<file path="src/rtl/log_cmd_pkg.sv">
package log_cmd_pkg;

    // command opcodes carried on cmd_op
    typedef enum logic {
        OP_APPEND = 1'b0,
        OP_CLEAR  = 1'b1
    } log_op_t;

    // ST_PENDING holds one entry until the arbiter grants it
    typedef enum logic {
        ST_IDLE    = 1'b0,
        ST_PENDING = 1'b1
    } writer_state_t;

endpackage : log_cmd_pkg

</file>
<file path="src/rtl/log_mem_pkg.sv">
package log_mem_pkg;

    // width of one log entry
    localparam int DATA_WIDTH = 16;

    // peer writers sharing the RAM write port
    localparam int NUM_CHANNELS = 2;

    // each channel owns one contiguous region
    localparam int REGION_WORDS = 16;

    // slot index inside a region
    localparam int PTR_WIDTH = $clog2(REGION_WORDS);

    // whole RAM, all regions back to back
    localparam int MEM_WORDS = NUM_CHANNELS * REGION_WORDS;

    // full RAM address, region select on top of the slot index
    localparam int ADDR_WIDTH = $clog2(MEM_WORDS);

    // registers between the array and rd_data
    localparam int READ_LATENCY = 2;

endpackage : log_mem_pkg
</file>
<file path="src/rtl/event_log_top.sv">
`timescale 1ns/100ps

module event_log_top (
    input  logic                                 clk,
    input  logic                                 rst,

    input  logic                                 cmd_valid_0,
    input  log_cmd_pkg::log_op_t                 cmd_op_0,
    input  logic [log_mem_pkg::DATA_WIDTH-1:0]   cmd_data_0,

    input  logic                                 cmd_valid_1,
    input  log_cmd_pkg::log_op_t                 cmd_op_1,
    input  logic [log_mem_pkg::DATA_WIDTH-1:0]   cmd_data_1,

    input  logic                                 rd_en,
    input  logic [log_mem_pkg::ADDR_WIDTH-1:0]   rd_addr,

    output logic                                 busy_0,
    output logic                                 busy_1,
    output logic                                 drop_0,
    output logic                                 drop_1,
    output logic [log_mem_pkg::PTR_WIDTH-1:0]    level_0,
    output logic [log_mem_pkg::PTR_WIDTH-1:0]    level_1,
    output logic                                 wrapped_0,
    output logic                                 wrapped_1,
    output logic [log_mem_pkg::DATA_WIDTH-1:0]   rd_data
);

    logic [log_mem_pkg::NUM_CHANNELS-1:0]  req;
    logic [log_mem_pkg::NUM_CHANNELS-1:0]  grant;
    logic [log_mem_pkg::ADDR_WIDTH-1:0]    wr_addr_0;
    logic [log_mem_pkg::ADDR_WIDTH-1:0]    wr_addr_1;
    logic [log_mem_pkg::DATA_WIDTH-1:0]    wr_data_0;
    logic [log_mem_pkg::DATA_WIDTH-1:0]    wr_data_1;

    // RAM write port, owned by the arbiter
    logic                                  we_a;
    logic [log_mem_pkg::ADDR_WIDTH-1:0]    addr_a;
    logic [log_mem_pkg::DATA_WIDTH-1:0]    w_data_a;

    log_writer #(
        .CHANNEL (0)
    ) u_writer_0 (
        .clk       (clk),
        .rst       (rst),
        .cmd_valid (cmd_valid_0),
        .cmd_op    (cmd_op_0),
        .cmd_data  (cmd_data_0),
        .grant     (grant[0]),
        .req       (req[0]),
        .wr_addr   (wr_addr_0),
        .wr_data   (wr_data_0),
        .busy      (busy_0),
        .drop      (drop_0),
        .level     (level_0),
        .wrapped   (wrapped_0)
    );

    log_writer #(
        .CHANNEL (1)
    ) u_writer_1 (
        .clk       (clk),
        .rst       (rst),
        .cmd_valid (cmd_valid_1),
        .cmd_op    (cmd_op_1),
        .cmd_data  (cmd_data_1),
        .grant     (grant[1]),
        .req       (req[1]),
        .wr_addr   (wr_addr_1),
        .wr_data   (wr_data_1),
        .busy      (busy_1),
        .drop      (drop_1),
        .level     (level_1),
        .wrapped   (wrapped_1)
    );

    write_arbiter u_arbiter (
        .clk       (clk),
        .rst       (rst),
        .req       (req),
        .wr_addr_0 (wr_addr_0),
        .wr_addr_1 (wr_addr_1),
        .wr_data_0 (wr_data_0),
        .wr_data_1 (wr_data_1),
        .grant     (grant),
        .we        (we_a),
        .mem_addr  (addr_a),
        .mem_data  (w_data_a)
    );

    // host read port goes straight to the RAM
    sdpram_generic #(
        .READ_LATENCY (log_mem_pkg::READ_LATENCY),
        .ADDR_WIDTH   (log_mem_pkg::ADDR_WIDTH),
        .DATA_WIDTH   (log_mem_pkg::DATA_WIDTH),
        .MEM_WORDS    (log_mem_pkg::MEM_WORDS)
    ) u_ram (
        .clk      (clk),
        .rst      (rst),
        .we_a     (we_a),
        .addr_a   (addr_a),
        .w_data_a (w_data_a),
        .re_b     (rd_en),
        .addr_b   (rd_addr),
        .r_data_b (rd_data)
    );

endmodule : event_log_top

</file>
<file path="src/rtl/write_arbiter.sv">
`timescale 1ns/100ps

module write_arbiter (
    input  logic                                   clk,
    input  logic                                   rst,

    input  logic [log_mem_pkg::NUM_CHANNELS-1:0]   req,
    input  logic [log_mem_pkg::ADDR_WIDTH-1:0]     wr_addr_0,
    input  logic [log_mem_pkg::ADDR_WIDTH-1:0]     wr_addr_1,
    input  logic [log_mem_pkg::DATA_WIDTH-1:0]     wr_data_0,
    input  logic [log_mem_pkg::DATA_WIDTH-1:0]     wr_data_1,

    output logic [log_mem_pkg::NUM_CHANNELS-1:0]   grant,
    output logic                                   we,
    output logic [log_mem_pkg::ADDR_WIDTH-1:0]     mem_addr,
    output logic [log_mem_pkg::DATA_WIDTH-1:0]     mem_data
);

    // two named write ports, so the channel count is fixed here
    if (log_mem_pkg::NUM_CHANNELS != 2) begin : g_bad_channels
        $error("write_arbiter: supports exactly two channels, got %0d",
               log_mem_pkg::NUM_CHANNELS);
    end

    // high when channel 1 took the last grant
    logic last_grant;
    logic contest;

    assign contest = req[0] & req[1];

    // a lone requester always wins, a tie goes to the channel not served last
    always_comb begin
        grant[0] = req[0] & (~contest | last_grant);
        grant[1] = req[1] & (~contest | ~last_grant);
    end

    always_ff @(posedge clk) begin
        if (rst) begin
            // channel 0 wins the first contest after reset
            last_grant <= 1'b1;
        end else if (grant[0]) begin
            last_grant <= 1'b0;
        end else if (grant[1]) begin
            last_grant <= 1'b1;
        end
    end

    assign we = |grant;

    always_comb begin
        if (grant[1]) begin
            mem_addr = wr_addr_1;
            mem_data = wr_data_1;
        end else begin
            mem_addr = wr_addr_0;
            mem_data = wr_data_0;
        end
    end

endmodule : write_arbiter

</file>
<file path="src/rtl/log_writer.sv">
`timescale 1ns/100ps

module log_writer #(
    parameter int CHANNEL = 0
) (
    input  logic                                 clk,
    input  logic                                 rst,

    input  logic                                 cmd_valid,
    input  log_cmd_pkg::log_op_t                 cmd_op,
    input  logic [log_mem_pkg::DATA_WIDTH-1:0]   cmd_data,

    input  logic                                 grant,
    output logic                                 req,
    output logic [log_mem_pkg::ADDR_WIDTH-1:0]   wr_addr,
    output logic [log_mem_pkg::DATA_WIDTH-1:0]   wr_data,

    output logic                                 busy,
    output logic                                 drop,
    output logic [log_mem_pkg::PTR_WIDTH-1:0]    level,
    output logic                                 wrapped
);

    localparam int unsigned BASE_INT = CHANNEL * log_mem_pkg::REGION_WORDS;
    localparam logic [log_mem_pkg::ADDR_WIDTH-1:0] REGION_BASE =
        BASE_INT[log_mem_pkg::ADDR_WIDTH-1:0];
    localparam int PAD_WIDTH = log_mem_pkg::ADDR_WIDTH - log_mem_pkg::PTR_WIDTH;

    if (CHANNEL < 0 || CHANNEL >= log_mem_pkg::NUM_CHANNELS) begin : g_bad_channel
        $error("log_writer: CHANNEL %0d out of range", CHANNEL);
    end

    // pointer rollover relies on a power-of-two region
    if (log_mem_pkg::REGION_WORDS != (1 << log_mem_pkg::PTR_WIDTH)) begin : g_bad_region
        $error("log_writer: REGION_WORDS must be a power of two");
    end

    log_cmd_pkg::writer_state_t            state;
    logic [log_mem_pkg::PTR_WIDTH-1:0]     ptr;
    logic [log_mem_pkg::PTR_WIDTH:0]       ptr_inc;
    logic [log_mem_pkg::DATA_WIDTH-1:0]    entry;
    logic                                  accept_append;

    assign accept_append = (state == log_cmd_pkg::ST_IDLE) && cmd_valid &&
                           (cmd_op == log_cmd_pkg::OP_APPEND);

    // carry out of the increment is the rollover from the last slot to 0
    assign ptr_inc = {1'b0, ptr} + 1'b1;

    always_ff @(posedge clk) begin
        if (rst) begin
            state   <= log_cmd_pkg::ST_IDLE;
            ptr     <= '0;
            wrapped <= 1'b0;
            drop    <= 1'b0;
        end else begin
            drop <= 1'b0;
            case (state)
                log_cmd_pkg::ST_IDLE: begin
                    if (cmd_valid) begin
                        if (cmd_op == log_cmd_pkg::OP_CLEAR) begin
                            ptr     <= '0;
                            wrapped <= 1'b0;
                        end else begin
                            state <= log_cmd_pkg::ST_PENDING;
                        end
                    end
                end
                log_cmd_pkg::ST_PENDING: begin
                    // any command here is lost, including a clear
                    if (cmd_valid) begin
                        drop <= 1'b1;
                    end
                    if (grant) begin
                        state <= log_cmd_pkg::ST_IDLE;
                        ptr   <= ptr_inc[log_mem_pkg::PTR_WIDTH-1:0];
                        if (ptr_inc[log_mem_pkg::PTR_WIDTH]) begin
                            wrapped <= 1'b1;
                        end
                    end
                end
                default: begin
                    state <= log_cmd_pkg::ST_IDLE;
                end
            endcase
        end
    end

    always_ff @(posedge clk) begin
        if (accept_append) begin
            entry <= cmd_data;
        end
    end

    assign req     = (state == log_cmd_pkg::ST_PENDING);
    assign busy    = req;
    assign wr_addr = REGION_BASE + {{PAD_WIDTH{1'b0}}, ptr};
    assign wr_data = entry;
    assign level   = ptr;

endmodule : log_writer

</file>
<file path="src/rtl/sdpram_generic.sv">
`timescale 1ns/100ps

module sdpram_generic #(
    parameter int READ_LATENCY = 1,
    parameter int ADDR_WIDTH   = 8,
    parameter int DATA_WIDTH   = 16,
    parameter int MEM_WORDS    = 256
) (
    input  logic                  clk,
    input  logic                  rst,

    input  logic                  we_a,
    input  logic [ADDR_WIDTH-1:0] addr_a,
    input  logic [DATA_WIDTH-1:0] w_data_a,

    input  logic                  re_b,
    input  logic [ADDR_WIDTH-1:0] addr_b,
    output logic [DATA_WIDTH-1:0] r_data_b
);

    if (MEM_WORDS > (1 << ADDR_WIDTH)) begin : g_bad_size
        $error("sdpram_generic: MEM_WORDS (%0d) exceeds range of ADDR_WIDTH (%0d)",
               MEM_WORDS, ADDR_WIDTH);
    end

    if (READ_LATENCY < 0) begin : g_bad_latency
        $error("sdpram_generic: negative READ_LATENCY (%0d)", READ_LATENCY);
    end

    logic [DATA_WIDTH-1:0] mem [MEM_WORDS];

    always_ff @(posedge clk) begin
        if (!rst && we_a) begin
            mem[addr_a] <= w_data_a;
        end
    end

    if (READ_LATENCY == 0) begin : g_comb_read
        assign r_data_b = mem[addr_b];
    end else begin : g_reg_read
        // load_q[i] marks that stage i took fresh data on the last edge
        logic [READ_LATENCY-1:0] load_q;
        logic [DATA_WIDTH-1:0]   pipe [READ_LATENCY];

        always_ff @(posedge clk) begin
            if (rst) begin
                load_q <= '0;
            end else begin
                load_q[0] <= re_b;
                for (int i = 1; i < READ_LATENCY; i++) begin
                    load_q[i] <= load_q[i-1];
                end
            end
        end

        // old data wins on a same-address write, the array read sees the pre-edge value
        always_ff @(posedge clk) begin
            if (re_b) begin
                pipe[0] <= mem[addr_b];
            end
            for (int i = 1; i < READ_LATENCY; i++) begin
                if (load_q[i-1]) begin
                    pipe[i] <= pipe[i-1];
                end
            end
        end

        assign r_data_b = pipe[READ_LATENCY-1];
    end

endmodule : sdpram_generic

</file>
<file path="config.mk">
export PLATFORM = sky130hd
export DESIGN_NAME = event_log_top
export DESIGN_NICKNAME = d
export VERILOG_FILES = /design/src/rtl/log_cmd_pkg.sv /design/src/rtl/log_mem_pkg.sv /design/src/rtl/event_log_top.sv /design/src/rtl/write_arbiter.sv /design/src/rtl/log_writer.sv /design/src/rtl/sdpram_generic.sv
export SDC_FILE = /design/constraint.sdc
export NUM_CORES = 1
export LEC_CHECK = 0
export BUFFER_PORTS_ARGS = -buffer_cell sky130_fd_sc_hd__buf_2
export CORE_MARGIN = 1
export CORE_UTILIZATION = 62
export DETAILED_ROUTE_END_ITERATION = 7
export PLACE_DENSITY = 0.8
export SETUP_SLACK_MARGIN = 0.5
export SYNTH_ARGS = -nofsm -noshare
export SYNTH_HDL_FRONTEND = slang
export SYNTH_SLANG_ARGS = --single-unit
</file>
<file path="constraint.sdc">
create_clock -name clk -period 3.6 [get_ports clk]
set_input_delay 0.36 -clock clk [delete_from_list [all_inputs] [get_ports clk]]
set_output_delay 0.36 -clock clk [all_outputs]
set_load 0.01 [all_outputs]
</file>
Word level (Yosys, flattened, before mapping)
Memories as Yosys holds them, arrays and structs flattened.
Cells that the tools add are included.
- register bits after elaboration: 48
- bits in latches: 0
- RAM bits: 544
- memory bits (read-only): 0
- input bits: 44
- output and inout port bits: 30
- memories kept: 2
- add/subtract/negate cells: 3
- $mul: 0
- divide/modulo/power cells: 0
- order comparisons: 0
- equality and inequality tests: 8
- shifts and indexed selects: 0
- mux-type cells: 38
- bitwise operators: 11
- reductions and logical operators: 14
- memories (memory ; words ; width ; read ports ; clocked after memory_dff ; write ports ; line ; source):
    u_ram.mem ; 32 ; 16 ; 1 ; 0 ; 1 ; sdpram_generic.sv:30 ; logic [DATA_WIDTH-1:0] mem [MEM_WORDS];
    u_ram.g_reg_read.pipe ; 2 ; 16 ; 2 ; 0 ; 2 ; sdpram_generic.sv:43 ; logic [DATA_WIDTH-1:0] pipe [READ_LATENCY];
- operator list (operator ; number):
    $mux 1 ; 24
    $mux 4 ; 6
    $mux 16 ; 1
    $pmux 4 s2 ; 2
    $ne 2x2->1 const B ; 6
    $add 4x1->5 const B ; 2
    $pmux 1 s2 ; 4
    $reduce_and 4->1 ; 2
    $not 1->1 ; 6
    $reduce_and 3->1 ; 2
    $reduce_or 2->1 ; 3
    $add 5x4->5 const A ; 1
    $logic_and 1x1->1 ; 5
    $mux 5 ; 1
    $ne 2x1->1 const B ; 2
    $and 1x1->1 ; 3
    $or 1x1->1 ; 2
    $reduce_bool 2->1 ; 1
    $logic_not 1->1 ; 1

Logic depth before layout (Yosys ltp)
- depth after elaboration: 8
- gate-level depth with buffers: 8
- gate-level depth less buffers: 5

By module
From an unflattened synthesis, not the netlist that was laid out.
- cells, all modules: 1329
- area total of the unflattened synthesis: 23386.2 um^2
- by module, submodules not included (module ; instances ; cells an instance ; area each (um^2)):
    sdpram_generic ; 1 ; 1180 ; 21331.7
    log_writer ; 2 ; 59 ; 860.8
    write_arbiter ; 1 ; 31 ; 332.8

Least setup slack after synthesis
OpenSTA, ideal clock, no wires.
- path type: flip-flop to flip-flop
- start: register u_writer_1.state (netlist: u_writer_1.busy)
- end: memory u_ram.mem[16][0], enable pin
- setup time: 0.413 ns
- arrival time: 2.302 ns
- setup slack: 0.885 ns
- cell stages (with the launch flop): 5
- cell sequence: dfxtp_1 > a21bo_1 > buf_2 > mux2i_1 > nor3b_1
- cells in the longest elaborated chain, start to end: 8
- ends and longest elaborated chain (element ; line ; source):
    from (decl) ; log_writer.sv:38 ; log_cmd_pkg::writer_state_t state;
    from (signal assigned) ; log_writer.sv:52 ; state <= log_cmd_pkg::ST_IDLE;
    from (signal assigned) ; log_writer.sv:65 ; state <= log_cmd_pkg::ST_PENDING;
    from (signal assigned) ; log_writer.sv:75 ; state <= log_cmd_pkg::ST_IDLE;
    $and 1x1->1 ; write_arbiter.sv:29 ; assign contest = req[0] & req[1];
    $not 1->1 ; write_arbiter.sv:33, write_arbiter.sv:34 ;
    $or 1x1->1 (on tied branches) ; write_arbiter.sv:33, write_arbiter.sv:34 ;
    $and 1x1->1 (on tied branches) ; write_arbiter.sv:33, write_arbiter.sv:34 ;
    $reduce_or 2->1 ; write_arbiter.sv:48 ; assign we = |grant;
    $logic_and 1x1->1 ; sdpram_generic.sv:33 ; if (!rst && we_a) begin
    $mux 1 ; sdpram_generic.sv:33 ;
    $mux 1 (implied by the code) ; sdpram_generic.sv:34 ; mem[addr_a] <= w_data_a;
    to (decl) ; sdpram_generic.sv:30 ;
Several ways; a longest one is shown, not always the timed one.

Worst setup path in the final report
- start: register u_writer_0.state (netlist: u_writer_0.busy)
- end: memory u_ram.mem[17][7], enable pin
- cells in the longest elaborated chain, start to end: 8
- ends and longest elaborated chain (element ; line):
    from (decl) ; log_writer.sv:38
    from (signal assigned) ; log_writer.sv:52
    from (signal assigned) ; log_writer.sv:65
    from (signal assigned) ; log_writer.sv:75
    $and 1x1->1 ; write_arbiter.sv:29
    $not 1->1 ; write_arbiter.sv:33, write_arbiter.sv:34
    $or 1x1->1 (on tied branches) ; write_arbiter.sv:33, write_arbiter.sv:34
    $and 1x1->1 (on tied branches) ; write_arbiter.sv:33, write_arbiter.sv:34
    $reduce_or 2->1 ; write_arbiter.sv:48
    $logic_and 1x1->1 ; sdpram_generic.sv:33
    $mux 1 ; sdpram_generic.sv:33
    $mux 1 (implied by the code) ; sdpram_generic.sv:34
Several ways; a longest one is shown, not always the timed one.

==> flow_summary.json <==
{
  "die_area_sq_mm": 0.03819,
  "avgViaCountPerCell": 6.353,
  "intPower_w": 0.01151,
  "yosys_warnings": 0,
  "maxSlewViolCount": 0,
  "crit_family": "simple AND/OR/NAND/NOR gates",
  "tritoncts": "yes",
  "ys_seq_area_share_pct": 75.94,
  "place_inst": 1858,
  "syn2layout_area_growth_pct": 13.11,
  "finalClockSkew_ps": 13.55,
  "clock_latency_ps": 610,
  "die_w_um": 195.4,
  "grt_overflow_total": 0,
  "io-pin-count": 74,
  "clk_path_buf_depth": 3,
  "synth.distinct_cells": 42,
  "worst_pin_slew_ps": 1303,
  "cts.sinks": 592,
  "grt_usage_pct": 27.47,
  "maxCapViolations": 0,
  "path_class": "reg -> reg",
  "worstPathArrival_ps": 3140,
  "yosysTopAreaCell": "edfxtp_1",
  "end_kind": "flip-flop",
  "synth_ff_type": "edfxtp_1",
  "ctsResizeCount": 0,
  "grt_max_degree": 56,
  "synthArstFlopShare_pct": 0,
  "postRouteWirelength_mm": 51.33,
  "fin_tns_setup_ps": 0,
  "drtAntennaViolNets": 0,
  "cts_max_level": 2,
  "setup_viol": 0,
  "synth_common_cells": "edfxtp_1, mux2i_1, nand2_1, a22oi_1, nor2_1",
  "drt_iter0_drc": 1329,
  "power_frac_seq_pct": 52.9,
  "drc": 0,
  "period_minus_slack_ps": 2913,
  "ys_ff_latch": 592,
  "die_h_um": 195.4,
  "num_vias": 12661,
  "cp_max_fo": 25,
  "place.gp.congestion": 0.8423,
  "clk_pin_slew_ps": 60,
  "crit_buf_inv": 0,
  "ir_worst_vdd_mv": 0.5908,
  "grt_pass1_wl_mm": 76.11,
  "postCtsSetupBuffers": 0,
  "cp_cell_sequence": "a21bo_1 -> mux2i_1 -> and3_1",
  "drt-pass1-iter-count": 5,
  "final_area_sq_mm": 0.02624,
  "netlist_instances": 1347,
  "grt_pass1_vias": 12674,
  "ys_top_cells_by_area": "edfxtp_1, mux2i_1, a22oi_1",
  "dpl.hpwl_mm": 28.29,
  "placed_cell_area_sq_mm": 0.02401,
  "power_density_mw_per_mm2": 553.9,
  "max_freq_mhz": 343.3,
  "finalHoldViolCount": 0,
  "drive_gt1_share_pct": 15.28,
  "slew_headroom_pct": 12.78,
  "start_kind": "flip-flop",
  "antennaDiodeCount": 0,
  "layoutNonFillerInstCount": 1993,
  "syn_area_sq_mm": 0.02320,
  "avgSynthCellArea_sq_um": 17.22,
  "min_path_type": "in -> reg",
  "worstPathRequired_ps": 3830,
  "rsz0062_at_grt": "false",
  "portBuffers": 73,
  "start_util_pct": 63.22,
  "power.net_switching_w": 0.003028,
  "p_sw_share_pct": 20.83,
  "netlist.area_leader.share_pct": 74.56,
  "hold_buffers": 32,
  "holdWs_ps": 30.57,
  "max_stage_delay_ps": 820,
  "cp_slowest_cell": "and3_1",
  "fillers": 2095,
  "min_period_over_period_pct": 80.90,
  "rows": 70,
  "antenna_found_initial": 0,
  "status": "complete, no violations",
  "root_buffer": "clkbuf_16",
  "wire_per_inst_um": 25.76,
  "p_leak_nw": 9.397,
  "yosysMostFrequentCell": "edfxtp_1",
  "nets": 1526,
  "syn_nets": 1393,
  "synth_edf_count": 576,
  "power_w": 0.01454,
  "clkPwrFrac_pct": 42.0,
  "core_sq_mm": 0.03670,
  "cts_buffers": 56,
  "p_comb_share_pct": 5.1
}
[final timing paths]
| check | end | cells after the start | from | slack [ps] |
|---|---|---|---|---|
| setup / recovery | u_ram.mem[17][7] | 3 | u_writer_0.busy | 690 |
| hold / removal | u_writer_1.drop | 2 | cmd_valid_1 | 30 |
| setup reg to reg | u_ram.mem[17][7] | 3 | u_writer_0.busy | 690 |
| hold reg to reg | u_ram.g_reg_read.pipe[0][22] | 0 | u_ram.g_reg_read.pipe[0][6] | 420 |
[placed cells by master, fill, tap and decap left out, types with 2 or more instances in the layout]
| master | netlist | final |
|---|---|---|
| and2_1 | 3 | 2 |
| clkinv_1 | 0 | 9 |
| a22o_1 | 32 | 32 |
| ha_1 | 2 | 2 |
| buf_2 | 25 | 72 |
| edfxtp_1 | 576 | 576 |
| a31oi_1 | 18 | 18 |
| dfxtp_1 | 16 | 16 |
| clkinvlp_4 | 0 | 5 |
| nor3_1 | 17 | 16 |
| nor2b_1 | 4 | 2 |
| bufinv_16 | 0 | 10 |
| nand4_1 | 17 | 17 |
| or3_1 | 2 | 2 |
| nand3b_1 | 4 | 4 |
| clkinv_2 | 0 | 14 |
| buf_4 | 32 | 56 |
| buf_12 | 9 | 6 |
| nand2b_1 | 5 | 5 |
| nand2_1 | 96 | 96 |
| nor2_1 | 45 | 45 |
| nand3_1 | 36 | 36 |
| mux2i_1 | 257 | 257 |
| a22oi_1 | 65 | 65 |
| clkbuf_16 | 0 | 57 |
| nor3b_2 | 0 | 2 |
| clkbuf_1 | 15 | 7 |
| dlygate4sd3_1 | 0 | 32 |
| nor2b_4 | 0 | 2 |
| xor2_1 | 2 | 2 |
| a21oi_1 | 39 | 39 |
| and3b_1 | 2 | 2 |
[flip-flops by register name, summed over array words and instances, names as in the netlist, 4 cells and up]
register,cells
u_writer_0.level,4
u_ram.mem,512
u_writer_1.wr_data,16
u_ram.g_reg_read.pipe,32
u_writer_0.wr_data,16
u_writer_1.level,4
[per-stage QoR]
| stage | worst slack (ps) | util (%) |
|---|---|---|
| after floorplan | 884.8 | - |
| final | 687.4 | 71.50 |
| after detailed placement | 801.9 | 65.44 |
| after CTS | 773.2 | 71.49 |
| after global placement | 968.4 | 65.44 |
| after global routing | 555.4 | 71.50 |
[layout make-up]
type                            instances  area [sq um]  share of cell area [%]
Clock buffer                           64          1453                   5.536
Clock inverter                         39         446.7                   1.702
Inverter                                1         3.754                 0.01430
Tap cell                              468         585.6                   2.232
Timing Repair Buffer                  167          1236                   4.711
Sequential cell                       592         17620                   67.14
Multi-Input combinational cell        662          4898                   18.67
[kinds of logic (layout without fill, tap and decap cells)]
kind of cell | Yosys count | in the layout | share of synthesized area, %
adder cells (fa/ha/maj) | 2 | 2 | 0.1079
multiplexers | 257 | 257 | 11.09
buffers and inverters | 93 | 271 | 3.128
AO/OA/AOI/OAI | 160 | 160 | 4.870
AND/OR/NAND/NOR | 240 | 240 | 4.752
XOR/XNOR | 3 | 3 | 0.1133
flip-flops | 592 | 592 | 75.94
[power by group through the flow]
stage | Sequential (W) | Clock (W) | Combinational [W]
2_1_floorplan | 0.00782 | 0 | 0.000465
3_3_place_gp | 0.00783 | 0 | 0.000674
3_5_place_dp | 0.00783 | 0 | 0.000696
4_1_cts | 0.00769 | 0.00611 | 0.000729
5_1_grt | 0.00769 | 0.00639 | 0.000786
6_report | 0.00769 | 0.00610 | 0.000746
[per-layer routing]
metal	part of all wire [%]	global-route usage (%)	wire (um)
met5	0	0	0
met4	4.1	11.90	2091
met3	8.5	5.216	4372
met2	50	45.91	25790
met1	37	35.45	19070
Power figures use the tool's default switching activity.
